[src/common/uart_pkg.sv]
`default_nettype none

package uart_pkg;

    // parity bit mode, fixed per build
    typedef enum logic [1:0] {
        parity_none,
        parity_even,
        parity_odd
    } parity_e;

    // bit periods in one frame
    function automatic int frame_bits(
        input int      start,
        input int      data,
        input parity_e parity,
        input int      stop
    );
        int total;
        total = start + data + stop;
        if (parity != parity_none) begin
            total = total + 1;
        end
        return total;
    endfunction

endpackage

`default_nettype wire

[src/logic/baud_tick_gen.sv]
`timescale 1ns/1ps
`default_nettype none

module baud_tick_gen #(
    parameter int CLKFREQ  = 100_000_000,
    parameter int TICKFREQ = 1_843_200
) (
    input  wire  clk,
    input  wire  rst,
    output logic tick
);

    // sum of the two rates always fits, acc stays below CLKFREQ
    localparam int ACC_W = $clog2(CLKFREQ + TICKFREQ + 1);

    logic [ACC_W-1:0] acc;
    logic [ACC_W-1:0] acc_sum;

    assign acc_sum = acc + ACC_W'(TICKFREQ);

    // preload so the first overflow is one add away
    always_ff @(posedge clk) begin
        if (rst) begin
            acc  <= ACC_W'(CLKFREQ - TICKFREQ);
            tick <= 1'b0;
        end else if (acc_sum >= ACC_W'(CLKFREQ)) begin
            // remainder carries over, so fractional ratios average out
            acc  <= acc_sum - ACC_W'(CLKFREQ);
            tick <= 1'b1;
        end else begin
            acc  <= acc_sum;
            tick <= 1'b0;
        end
    end

endmodule

`default_nettype wire

[src/logic/sync_fifo.sv]
`timescale 1ns/1ps
`default_nettype none

module sync_fifo #(
    parameter int WIDTH = 8,
    parameter int DEPTH = 4
) (
    input  wire              clk,
    input  wire              rst,
    input  wire              push,
    input  wire  [WIDTH-1:0] wr_data,
    output logic             full,
    input  wire              pop,
    output logic [WIDTH-1:0] rd_data,
    output logic             empty
);

    localparam int PTR_W = (DEPTH > 1) ? $clog2(DEPTH) : 1;
    localparam int CNT_W = $clog2(DEPTH + 1);

    logic [WIDTH-1:0] mem [DEPTH];
    logic [PTR_W-1:0] wr_ptr;
    logic [PTR_W-1:0] rd_ptr;
    logic [CNT_W-1:0] count;
    logic             do_push;
    logic             do_pop;

    // wraps at DEPTH, which need not be a power of two
    function automatic logic [PTR_W-1:0] ptr_inc(input logic [PTR_W-1:0] ptr);
        return (ptr == PTR_W'(DEPTH - 1)) ? '0 : ptr + 1'b1;
    endfunction

    assign full    = (count == CNT_W'(DEPTH));
    assign empty   = (count == '0);
    assign do_push = push && !full;
    assign do_pop  = pop && !empty;

    // first word falls through
    assign rd_data = mem[rd_ptr];

    always_ff @(posedge clk) begin
        if (do_push) begin
            mem[wr_ptr] <= wr_data;
        end
    end

    always_ff @(posedge clk) begin
        if (rst) begin
            wr_ptr <= '0;
            rd_ptr <= '0;
            count  <= '0;
        end else begin
            if (do_push) begin
                wr_ptr <= ptr_inc(wr_ptr);
            end
            if (do_pop) begin
                rd_ptr <= ptr_inc(rd_ptr);
            end
            case ({do_push, do_pop})
                2'b10:   count <= count + 1'b1;
                2'b01:   count <= count - 1'b1;
                default: count <= count;
            endcase
        end
    end

endmodule

`default_nettype wire

[src/uart_tx/uart_tx.sv]
`timescale 1ns/1ps
`default_nettype none

module uart_tx import uart_pkg::*; #(
    parameter int      START      = 1,
    parameter int      STOP       = 1,
    parameter int      DATA       = 8,
    parameter parity_e PARITY     = parity_none,
    parameter int      OVERSAMPLE = 16
) (
    input  wire             clk,
    input  wire             rst,
    input  wire             tick,
    output logic            tx,
    output logic            tx_en,
    input  wire             valid,
    input  wire  [DATA-1:0] data,
    output logic            ready
);

    localparam int FRAME_BITS = frame_bits(START, DATA, PARITY, STOP);
    localparam int BIT_W      = $clog2(FRAME_BITS);
    localparam int TICK_W     = (OVERSAMPLE > 1) ? $clog2(OVERSAMPLE) : 1;
    localparam int PAR_IDX    = START + DATA;

    localparam logic [TICK_W-1:0] LAST_TICK = TICK_W'(OVERSAMPLE - 1);
    localparam logic [BIT_W-1:0]  LAST_BIT  = BIT_W'(FRAME_BITS - 1);

    logic                  busy;
    logic [TICK_W-1:0]     tick_cnt;
    logic [BIT_W-1:0]      bit_cnt;
    logic [FRAME_BITS-1:0] frame_sr;
    logic [FRAME_BITS-1:0] frame_load;
    logic                  bit_end;

    // start bits low, data lsb first, then parity and stop bits
    always_comb begin
        frame_load = '1;
        frame_load[START-1:0] = '0;
        frame_load[START +: DATA] = data;
        if (PARITY != parity_none) begin
            frame_load[PAR_IDX] = ^data ^ (PARITY == parity_odd);
        end
    end

    assign ready   = !busy;
    assign bit_end = tx_en && tick && (tick_cnt == LAST_TICK);

    // line idles high whenever the frame is not on the wire
    assign tx = !tx_en || frame_sr[0];

    always_ff @(posedge clk) begin
        if (rst) begin
            busy     <= 1'b0;
            tx_en    <= 1'b0;
            tick_cnt <= '0;
            bit_cnt  <= '0;
        end else if (!busy) begin
            if (valid) begin
                busy <= 1'b1;
            end
        end else if (tick) begin
            if (!tx_en) begin
                // word accepted, start bit begins on this tick
                tx_en    <= 1'b1;
                tick_cnt <= '0;
                bit_cnt  <= '0;
            end else if (tick_cnt == LAST_TICK) begin
                tick_cnt <= '0;
                if (bit_cnt == LAST_BIT) begin
                    busy  <= 1'b0;
                    tx_en <= 1'b0;
                end else begin
                    bit_cnt <= bit_cnt + 1'b1;
                end
            end else begin
                tick_cnt <= tick_cnt + 1'b1;
            end
        end
    end

    always_ff @(posedge clk) begin
        if (ready && valid) begin
            frame_sr <= frame_load;
        end else if (bit_end) begin
            frame_sr <= {1'b1, frame_sr[FRAME_BITS-1:1]};
        end
    end

endmodule

`default_nettype wire

[src/uart_rx/uart_rx.sv]
`timescale 1ns/1ps
`default_nettype none

module uart_rx import uart_pkg::*; #(
    parameter int      START      = 1,
    parameter int      STOP       = 1,
    parameter int      DATA       = 8,
    parameter parity_e PARITY     = parity_none,
    parameter int      OVERSAMPLE = 16
) (
    input  wire             clk,
    input  wire             rst,
    input  wire             tick,
    input  wire             rx,
    input  wire             rx_mask,
    output logic            valid,
    output logic [DATA-1:0] data,
    output logic            frame_error,
    output logic            parity_error
);

    localparam int FRAME_BITS = frame_bits(START, DATA, PARITY, STOP);
    localparam int BIT_W      = $clog2(FRAME_BITS);
    localparam int TICK_W     = (OVERSAMPLE > 1) ? $clog2(OVERSAMPLE) : 1;

    localparam logic [TICK_W-1:0] MID_TICK   = TICK_W'(OVERSAMPLE / 2);
    localparam logic [TICK_W-1:0] LAST_TICK  = TICK_W'(OVERSAMPLE - 1);
    localparam logic [BIT_W-1:0]  DATA_FIRST = BIT_W'(START);
    localparam logic [BIT_W-1:0]  PAR_IDX    = BIT_W'(START + DATA);
    localparam logic [BIT_W-1:0]  STOP_FIRST = BIT_W'(FRAME_BITS - STOP);
    localparam logic [BIT_W-1:0]  LAST_BIT   = BIT_W'(FRAME_BITS - 1);

    logic              rx_meta;
    logic              rx_sync;
    logic              active;
    logic [TICK_W-1:0] tick_cnt;
    logic [BIT_W-1:0]  bit_cnt;
    logic              sample_now;
    logic              par_bit;
    logic              stop_err;
    logic              data_xor;

    assign sample_now = active && tick && (tick_cnt == MID_TICK);
    assign data_xor   = ^data;

    // two-flop synchronizer, idle level is high
    always_ff @(posedge clk) begin
        if (rst) begin
            rx_meta <= 1'b1;
            rx_sync <= 1'b1;
        end else begin
            rx_meta <= rx;
            rx_sync <= rx_meta;
        end
    end

    always_ff @(posedge clk) begin
        if (rst || rx_mask) begin
            active   <= 1'b0;
            tick_cnt <= '0;
            bit_cnt  <= '0;
            valid    <= 1'b0;
        end else begin
            valid <= 1'b0;
            if (!active) begin
                if (!rx_sync) begin
                    active   <= 1'b1;
                    tick_cnt <= '0;
                    bit_cnt  <= '0;
                end
            end else if (tick) begin
                if (tick_cnt == LAST_TICK) begin
                    tick_cnt <= '0;
                    bit_cnt  <= bit_cnt + 1'b1;
                end else begin
                    tick_cnt <= tick_cnt + 1'b1;
                end
                if (sample_now) begin
                    // glitch, not a real start bit
                    if (bit_cnt < DATA_FIRST && rx_sync) begin
                        active <= 1'b0;
                    end
                    // done at the stop mid sample, free to hunt again
                    if (bit_cnt == LAST_BIT) begin
                        active <= 1'b0;
                        valid  <= 1'b1;
                    end
                end
            end
        end
    end

    always_ff @(posedge clk) begin
        if (!active) begin
            stop_err <= 1'b0;
        end
        if (sample_now) begin
            if (bit_cnt >= DATA_FIRST && bit_cnt < PAR_IDX) begin
                data <= {rx_sync, data[DATA-1:1]};
            end
            if (PARITY != parity_none && bit_cnt == PAR_IDX) begin
                par_bit <= rx_sync;
            end
            if (bit_cnt >= STOP_FIRST) begin
                stop_err <= stop_err || !rx_sync;
            end
            if (bit_cnt == LAST_BIT) begin
                frame_error  <= stop_err || !rx_sync;
                parity_error <= (PARITY != parity_none) &&
                                (data_xor ^ par_bit ^ (PARITY == parity_odd));
            end
        end
    end

endmodule

`default_nettype wire

[src/uart_core/uart_core.sv]
`timescale 1ns/1ps
`default_nettype none

module uart_core import uart_pkg::*; #(
    parameter int      START      = 1,
    parameter int      STOP       = 1,
    parameter int      DATA       = 8,
    parameter parity_e PARITY     = parity_none,
    parameter int      CLKFREQ    = 100_000_000,
    parameter int      BAUD       = 115_200,
    parameter int      FIFO_DEPTH = 1,
    parameter int      OVERSAMPLE = 16
) (
    input  wire             clk,
    input  wire             rst,
    output logic            tx,
    input  wire             rx,
    output logic            tx_en,
    input  wire             rx_mask,
    input  wire             tx_push,
    input  wire  [DATA-1:0] tx_data,
    output logic            tx_full,
    input  wire             rx_pop,
    output logic [DATA-1:0] rx_data,
    output logic            rx_empty,
    input  wire             error_clear,
    output logic            error_frame,
    output logic            error_parity
);

    logic            tick;
    logic            txi_ready;
    logic            txi_valid;
    logic [DATA-1:0] txi_data;
    logic            rxi_valid;
    logic [DATA-1:0] rxi_data;
    logic            rxi_frame_error;
    logic            rxi_parity_error;
    logic            rxi_good;

    baud_tick_gen #(
        .CLKFREQ  (CLKFREQ),
        .TICKFREQ (BAUD * OVERSAMPLE)
    ) u_baud_tick_gen (
        .clk  (clk),
        .rst  (rst),
        .tick (tick)
    );

    uart_tx #(
        .START      (START),
        .STOP       (STOP),
        .DATA       (DATA),
        .PARITY     (PARITY),
        .OVERSAMPLE (OVERSAMPLE)
    ) u_uart_tx (
        .clk   (clk),
        .rst   (rst),
        .tick  (tick),
        .tx    (tx),
        .tx_en (tx_en),
        .valid (txi_valid),
        .data  (txi_data),
        .ready (txi_ready)
    );

    // one stop bit is enough on the receive side
    uart_rx #(
        .START      (START),
        .STOP       (1),
        .DATA       (DATA),
        .PARITY     (PARITY),
        .OVERSAMPLE (OVERSAMPLE)
    ) u_uart_rx (
        .clk          (clk),
        .rst          (rst),
        .tick         (tick),
        .rx           (rx),
        .rx_mask      (rx_mask),
        .valid        (rxi_valid),
        .data         (rxi_data),
        .frame_error  (rxi_frame_error),
        .parity_error (rxi_parity_error)
    );

    assign rxi_good = rxi_valid && !rxi_frame_error && !rxi_parity_error;

    // sticky flags, a new error beats a same-cycle clear
    always_ff @(posedge clk) begin
        if (rst) begin
            error_frame  <= 1'b0;
            error_parity <= 1'b0;
        end else begin
            if (error_clear) begin
                error_frame  <= 1'b0;
                error_parity <= 1'b0;
            end
            if (rxi_valid && rxi_frame_error) begin
                error_frame <= 1'b1;
            end
            if (rxi_valid && rxi_parity_error) begin
                error_parity <= 1'b1;
            end
        end
    end

    if (FIFO_DEPTH <= 1) begin : gen_no_fifo
        logic [DATA-1:0] rx_hold;

        assign txi_valid = tx_push;
        assign txi_data  = tx_data;
        assign tx_full   = !txi_ready;
        assign rx_data   = rx_hold;

        // single-word holding register, new words dropped while occupied
        always_ff @(posedge clk) begin
            if (rst) begin
                rx_empty <= 1'b1;
            end else if (rxi_good && (rx_empty || rx_pop)) begin
                rx_empty <= 1'b0;
            end else if (rx_pop) begin
                rx_empty <= 1'b1;
            end
        end

        always_ff @(posedge clk) begin
            if (rxi_good && (rx_empty || rx_pop)) begin
                rx_hold <= rxi_data;
            end
        end
    end else begin : gen_fifo
        logic tx_fifo_empty;
        logic rx_fifo_full;

        assign txi_valid = !tx_fifo_empty;

        sync_fifo #(
            .WIDTH (DATA),
            .DEPTH (FIFO_DEPTH)
        ) u_tx_fifo (
            .clk     (clk),
            .rst     (rst),
            .push    (tx_push),
            .wr_data (tx_data),
            .full    (tx_full),
            .pop     (txi_valid && txi_ready),
            .rd_data (txi_data),
            .empty   (tx_fifo_empty)
        );

        sync_fifo #(
            .WIDTH (DATA),
            .DEPTH (FIFO_DEPTH)
        ) u_rx_fifo (
            .clk     (clk),
            .rst     (rst),
            .push    (rxi_good && !rx_fifo_full),
            .wr_data (rxi_data),
            .full    (rx_fifo_full),
            .pop     (rx_pop),
            .rd_data (rx_data),
            .empty   (rx_empty)
        );
    end

endmodule

`default_nettype wire

[config.mk]
export PLATFORM = sky130hd
export DESIGN_NAME = uart_core
export DESIGN_NICKNAME = d
export VERILOG_FILES = /design/src/common/uart_pkg.sv /design/src/logic/baud_tick_gen.sv /design/src/logic/sync_fifo.sv /design/src/uart_tx/uart_tx.sv /design/src/uart_rx/uart_rx.sv /design/src/uart_core/uart_core.sv
export SDC_FILE = /design/constraint.sdc
export NUM_CORES = 1
export LEC_CHECK = 0
export ABC_AREA = 1
export BUFFER_PORTS_ARGS = -buffer_cell sky130_fd_sc_hd__buf_4
export CORE_MARGIN = 5
export CORE_UTILIZATION = 60
export CTS_CLUSTER_SIZE = 14
export DETAILED_ROUTE_END_ITERATION = 10
export PLACE_DENSITY = 0.8
export SYNTH_ARGS = -nofsm -noshare
export SYNTH_HDL_FRONTEND = slang
export SYNTH_SLANG_ARGS = --single-unit
[constraint.sdc]
create_clock -name clk -period 5.45 [get_ports clk]
set_clock_uncertainty 0.2 [all_clocks]
set_input_delay 0 -clock clk [delete_from_list [all_inputs] [get_ports clk]]
set_output_delay 0 -clock clk [all_outputs]
set_load 0.01 [all_outputs]
-- Word level (Yosys, flattened, before mapping)
Cells that the tools add are included.
- add/sub/neg operators: 6
- magnitude comparators: 5
- equal/unequal tests: 10
- muxes and demuxes: 36
- bitwise logic cells: 3
- reductions and logical operators: 28
- operators with widths (cell ; count):
    2-to-1 mux 4 bit ; 12
    adder 27 x 21 -> 27 bit, second input constant ; 1
    >= comparator 27 bit, second input constant ; 1
    2-to-1 mux 27 bit ; 1
    subtractor 27 bit, second input constant ; 1
    2-to-1 mux 1 bit ; 21
    == test 4 bit, second input constant ; 5
    2-to-1 mux 9 bit ; 2
    adder 4 x 1 -> 4 bit, second input constant ; 4
    logical AND 1 bit ; 10
    inequality test 2 bit, second input constant ; 5
    AND reduction 2 bit ; 4
    nonzero test 2 bit ; 3
    >= comparator 4 x 1 -> 1 bit, second input constant ; 1
    >= comparator 4 bit, second input constant ; 1
    logical NOT 1 bit ; 4
    logical OR 1 bit ; 4
    less-than comparator 4 x 1 -> 1 bit, second input constant ; 1
    less-than comparator 4 bit, second input constant ; 1
    AND reduction 4 bit ; 1
    OR reduction 4 bit ; 1
    NOT 1 bit ; 3
    AND reduction 3 bit ; 1
- register bits: 80
- input bits: 15
- output and inout bits: 14
- word-level logic and storage cells: 109

-- Logic depth before layout (Yosys ltp)
- depth after elaboration: 7
- gate-level depth with buffers: 16
- depth with buffers taken out: 16

-- By module
Synthesis repeated with hierarchy kept, for this count alone.
- cell total of the unflattened synthesis: 491
- area total of the unflattened synthesis: 3839.9 um^2
- modules (own cells, without submodules) (module ; instances ; cells each ; area each (um^2) ; seq. area each (um^2)):
    baud_tick_gen ; 1 ; 237 ; 1467.7 ; 400.4
    uart_tx ; 1 ; 120 ; 1024.7 ; 460.4
    uart_rx ; 1 ; 106 ; 977.2 ; 530.5
    uart_core ; 1 ; 28 ; 370.4 ; 300.3

-- Worst setup path before layout
No wires, ideal clock.
- path type: register to register
- start point: register u_baud_tick_gen.acc[13]
- end point: register u_baud_tick_gen.acc[26]
- library setup time: 126 ps
- arrival: 1702 ps
- data required time: 5124 ps
- slack: 3422 ps
- stages on the path, launching flop included: 13
- path buffers: 0
- period minus slack after synthesis: 2028 ps
- path through: dfxtp_1 > inv_2 > ha_1 > inv_1 > nand3_1 > nor2_1 > nand2_1 > o21ai_1 > nand2_1 > o21bai_1 > nand2_1 > nand2_1 > nand2_1
- word-level cells in the longest chain between the ends: 3
- elaborated cells on any way between the ends: 4
- classes of those cells: 2 x add/sub; 1 x order compare; 1 x mux
- RTL lines (item ; RTL line ; source):
    start: declaration ; baud_tick_gen.sv:16 ; logic [ACC_W-1:0] acc;
    start signal: assignment ; baud_tick_gen.sv:24 ; acc <= ACC_W'(CLKFREQ - TICKFREQ);
    start signal: assignment ; baud_tick_gen.sv:28 ; acc <= acc_sum - ACC_W'(CLKFREQ);
    start signal: assignment ; baud_tick_gen.sv:31 ; acc <= acc_sum;
    adder 27 x 21 -> 27 bit (*) ; baud_tick_gen.sv:19 ; assign acc_sum = acc + ACC_W'(TICKFREQ);
    subtractor 27 bit or >= comparator 27 bit (tied branches) ; baud_tick_gen.sv:28, baud_tick_gen.sv:26 ;
    2-to-1 mux 27 bit (*) ; baud_tick_gen.sv:26 ; end else if (acc_sum >= ACC_W'(CLKFREQ)) begin
Every way passes the cells marked *; elsewhere a longest branch is shown, timed or not.
A chain may end at the register's enable or synchronous reset.

-- Worst setup path after layout
- start point: register u_baud_tick_gen.acc[13]
- end point: register u_baud_tick_gen.acc[14]
Same word-level chain as after synthesis.

==> summary.txt <==
Global route
  – First-pass GRT wire length: 13920 um
  – Gr usage total: 0.2287
  – Largest net degree at the start of global routing: 19
  – Initial antenna violation count: 0
  – Via count of the first global-routing pass: 3055
  – Total grt overflow: 0

Clocking
  – CTS buffer count: 9
  – CTS tree: yes
  – Clock Tree Root: clkbuf_8
  – Latest clock arrival within the worst-skew pair: 0.35 ns
  – Clock-pin slew on the worst setup and hold paths: 0.07 ns
  – Clk sinks: 71
  – Postcts setup bufs: 0
  – CTS max path bufs: 2
  – H-tree depth: 3

Drt
  – Remaining antenna violation count: 0
  – Routed vias: 3242
  – WL final: 8225 um
  – DR iter-0 viols: 246
  – DRC Markers: 0
  – Vias/cell: 5.412
  – Routed WL per cell: 13.73 um
  – DRT Pass-1 Iters: 6

Run
  – Max cap viols: 0

Timing
  – WHS: 0.2101 ns
  – Setup violators final: 0
  – Max Slew Vio Count: 0
  – Worst slew margin: 0.1170
  – Max Fclk: 0.3936 GHz
  – Fin. Hold Viols: 0
  – Final period utilization: 0.4662
  – Setup TNS: 0 ns
  – Minimum clock period: 2.541 ns
  – RSZ-0062 raised after global routing: no
  – Worst Max-Slew Pin Slew: 1.314 ns

Power
  – Comb pwr share: 0.460
  – Switch Pwr: 0.8812 mW
  – Power share of the clock group: 0.207
  – Flop pwr share: 0.333
  – PwrDens: 468.2 mW/mm2
  – Sw frac: 0.4331
  – Int Pwr: 1.153 mW
  – Peak supply drop: 0.3073 mV
  – Lkg Pwr: 1.960 nW
  – Pwr Total: 2.035 mW

Setup path
  – Worst Path Required: 5.45 ns
  – CP arrival: 2.54 ns
  – CP Launch Type: register
  – Worst-path maximum fanout: 18
  – Critical path capture point type: register
  – WS Path Type: register to register

Final layout
  – Area growth, synth to finish: 17.05%
  – N_diodes: 0
  – Final #Nets: 546
  – Area occupied by multi-input gates: 0.001697 mm2
  – Sequential cell area: 0.001672 mm2
  – Filler cell count: 469
  – Layout cells sized above 1: 0.1469

Synthesis
  – Synth unique cells: 44
  – Synth Instances: 470
  – Async set-or-reset flop fraction in the synthesized netlist: 0
  – Mean post-synth cell area: 7.899 um2
  – Post-synth EDFFs: 25
  – Main synth FF type: dfxtp_1
  – Yosys reg bits: 71
  – Syn_nets: 497
  – Post-synthesis sequential area ratio: 0.4503
  – Syn. warnings: 0
  – Post-Syn Area: 0.003712 mm2

Die
  – Starting Density: 0.6233
  – Ports: 29
  – Die width: 88.66 um
  – Core ar.: 0.005956 mm2
  – Die ar.: 0.007861 mm2
  – Row cnt: 28
  – Die Ht: 88.66 um

Placed design
  – Post-DP HPWL: 5641 um
  – # port buffers: 27
  – Placer Congestion: 0.9386

Outcome
  – Status: complete, no violations

Worst hold path
  – Hold Crit Class: register to register
## routing by layer
layer / vias up / GRT usage / routed length (um)
li1: 1618 / - / -
met1: 1498 / 0.2926 / 3500
met2: 112 / 0.3792 / 4037
met3: 14 / 0.05121 / 554
met4: 0 / 0.08242 / 133
met5: - / 0 / 0
## kinds of logic (layout without fill, tap and decap cells)
| kind of cell | count (synthesis) | count (layout) | share of synthesized area |
|---|---|---|---|
| compound gates | 56 | 56 | 0.08965 |
| xor+xnor | 17 | 17 | 0.04213 |
| fa+ha+maj | 12 | 12 | 0.04044 |
| buf+inv | 84 | 138 | 0.09268 |
| flops | 71 | 71 | 0.4503 |
| other cells | 1 | 1 | 0.001010 |
| simple gates | 229 | 229 | 0.2838 |
## per-stage QoR
step	cells	setup slack [ns]	utilization	cell area [um2]
after CTS	599	2.904	0.7296	4345
after global routing	599	2.618	0.7296	4345
after floorplan	470	3.422	-	3712
final	599	2.909	0.7296	4345
after global placement	563	3.025	0.6628	3948
after detailed placement	563	2.951	0.6628	3948
## layout by cell type (no fill, tap or decap), drive strengths merged, types with 2 or more instances in the layout
cell	count
buf	27
a31oi	2
a211oi	4
o21ai	16
ha	12
dlygate4sd3	20
nand4	6
nand2	119
o21bai	2
clkbuf	10
edfxtp	25
or2	3
nand3b	3
xnor2	2
inv	74
clkinv	3
dfxtp	46
xor2	15
clkinvlp	3
nor3b	2
a21oi	25
nor3	5
nor2	39
nand3	51
o211ai	2
## critical path, stage by stage, from the launching register on
cell and delay (ns):
dfxtp_1 0.33, ha_1 0.22, nand2_2 0.13, inv_2 0.05
nand2_2 0.10, nand2_2 0.08, nand2_1 0.07, nand2_2 0.09
a21oi_4 0.17, nand2_2 0.08, nor2_4 0.10, nand3_2 0.22
nand2_4 0.28, inv_2 0.13, nand2_1 0.08, nand3_1 0.07
## synth_stat cells (2+ instances only)
cell type  number  area share
buf_4           2      0.0040
nor2_4          2      0.0061
nand3b_1        3      0.0061
dfxtp_1        46        0.25
nor3_1          5      0.0067
inv_2           7      0.0071
ha_1           12       0.040
inv_1          66       0.067
nor2_1         33       0.033
nand2_2        11       0.019
xor2_1         15       0.035
nand4_1         6       0.010
nand2_1       105        0.11
o211ai_1        2      0.0040
a211oi_1        4      0.0081
clkbuf_1        4      0.0040
o21ai_0        15       0.020
nand3_1        50       0.067
a21oi_1        23       0.031
nand2_4         3      0.0091
or2_2           3      0.0051
edfxtp_1       25        0.20
nor2_2          4      0.0067
a31oi_1         2      0.0034
o21bai_1        2      0.0040
nor3b_1         2      0.0040
## power by group through the flow
stage | logic [mW] | clock network [mW] | registers, mW
after floorplan | 0.801 | 0 | 0.665
after global placement | 0.897 | 0 | 0.685
after detailed placement | 0.908 | 0 | 0.687
after CTS | 0.928 | 0.426 | 0.675
after global routing | 1.06 | 0.451 | 0.686
final | 0.936 | 0.422 | 0.677
## area by class of cell
type / instances / share of cell area
clock buffer: 10 / 0.02937
clock inverter: 6 / 0.01612
inverter: 75 / 0.06507
multi-input combinational: 315 / 0.3904
sequential: 71 / 0.3847
tap: 75 / 0.02160
timing repair buffer: 47 / 0.09272
## timing repair
item,CTS,global route
endpoints found under the hold margin,36,0
hold buffers,20,0
gates resized for setup,0,0
setup endpoints to repair,0,0
## flip-flops by register name, summed over array words and instances (netlist names), 4 cells and up
signal and flops:
rx_data 8, u_uart_tx.tick_cnt 4, u_uart_rx.bit_cnt 4, u_baud_tick_gen.acc 19, u_uart_tx.frame_sr 9, u_uart_rx.data 8, u_uart_tx.bit_cnt 4, u_uart_rx.tick_cnt 4
## worst paths after layout
| check | from | end | slack [ns] | cells after the start |
|---|---|---|---|---|
| max | u_baud_tick_gen.acc[13] | u_baud_tick_gen.acc[14] | 2.91 | 15 |
| min | u_uart_rx.rx_meta | u_uart_rx.rx_sync | 0.21 | 1 |
| max reg2reg | u_baud_tick_gen.acc[13] | u_baud_tick_gen.acc[14] | 2.91 | 15 |
| min reg2reg | u_uart_rx.rx_meta | u_uart_rx.rx_sync | 0.21 | 1 |
(Power assumes the default switching activity.)
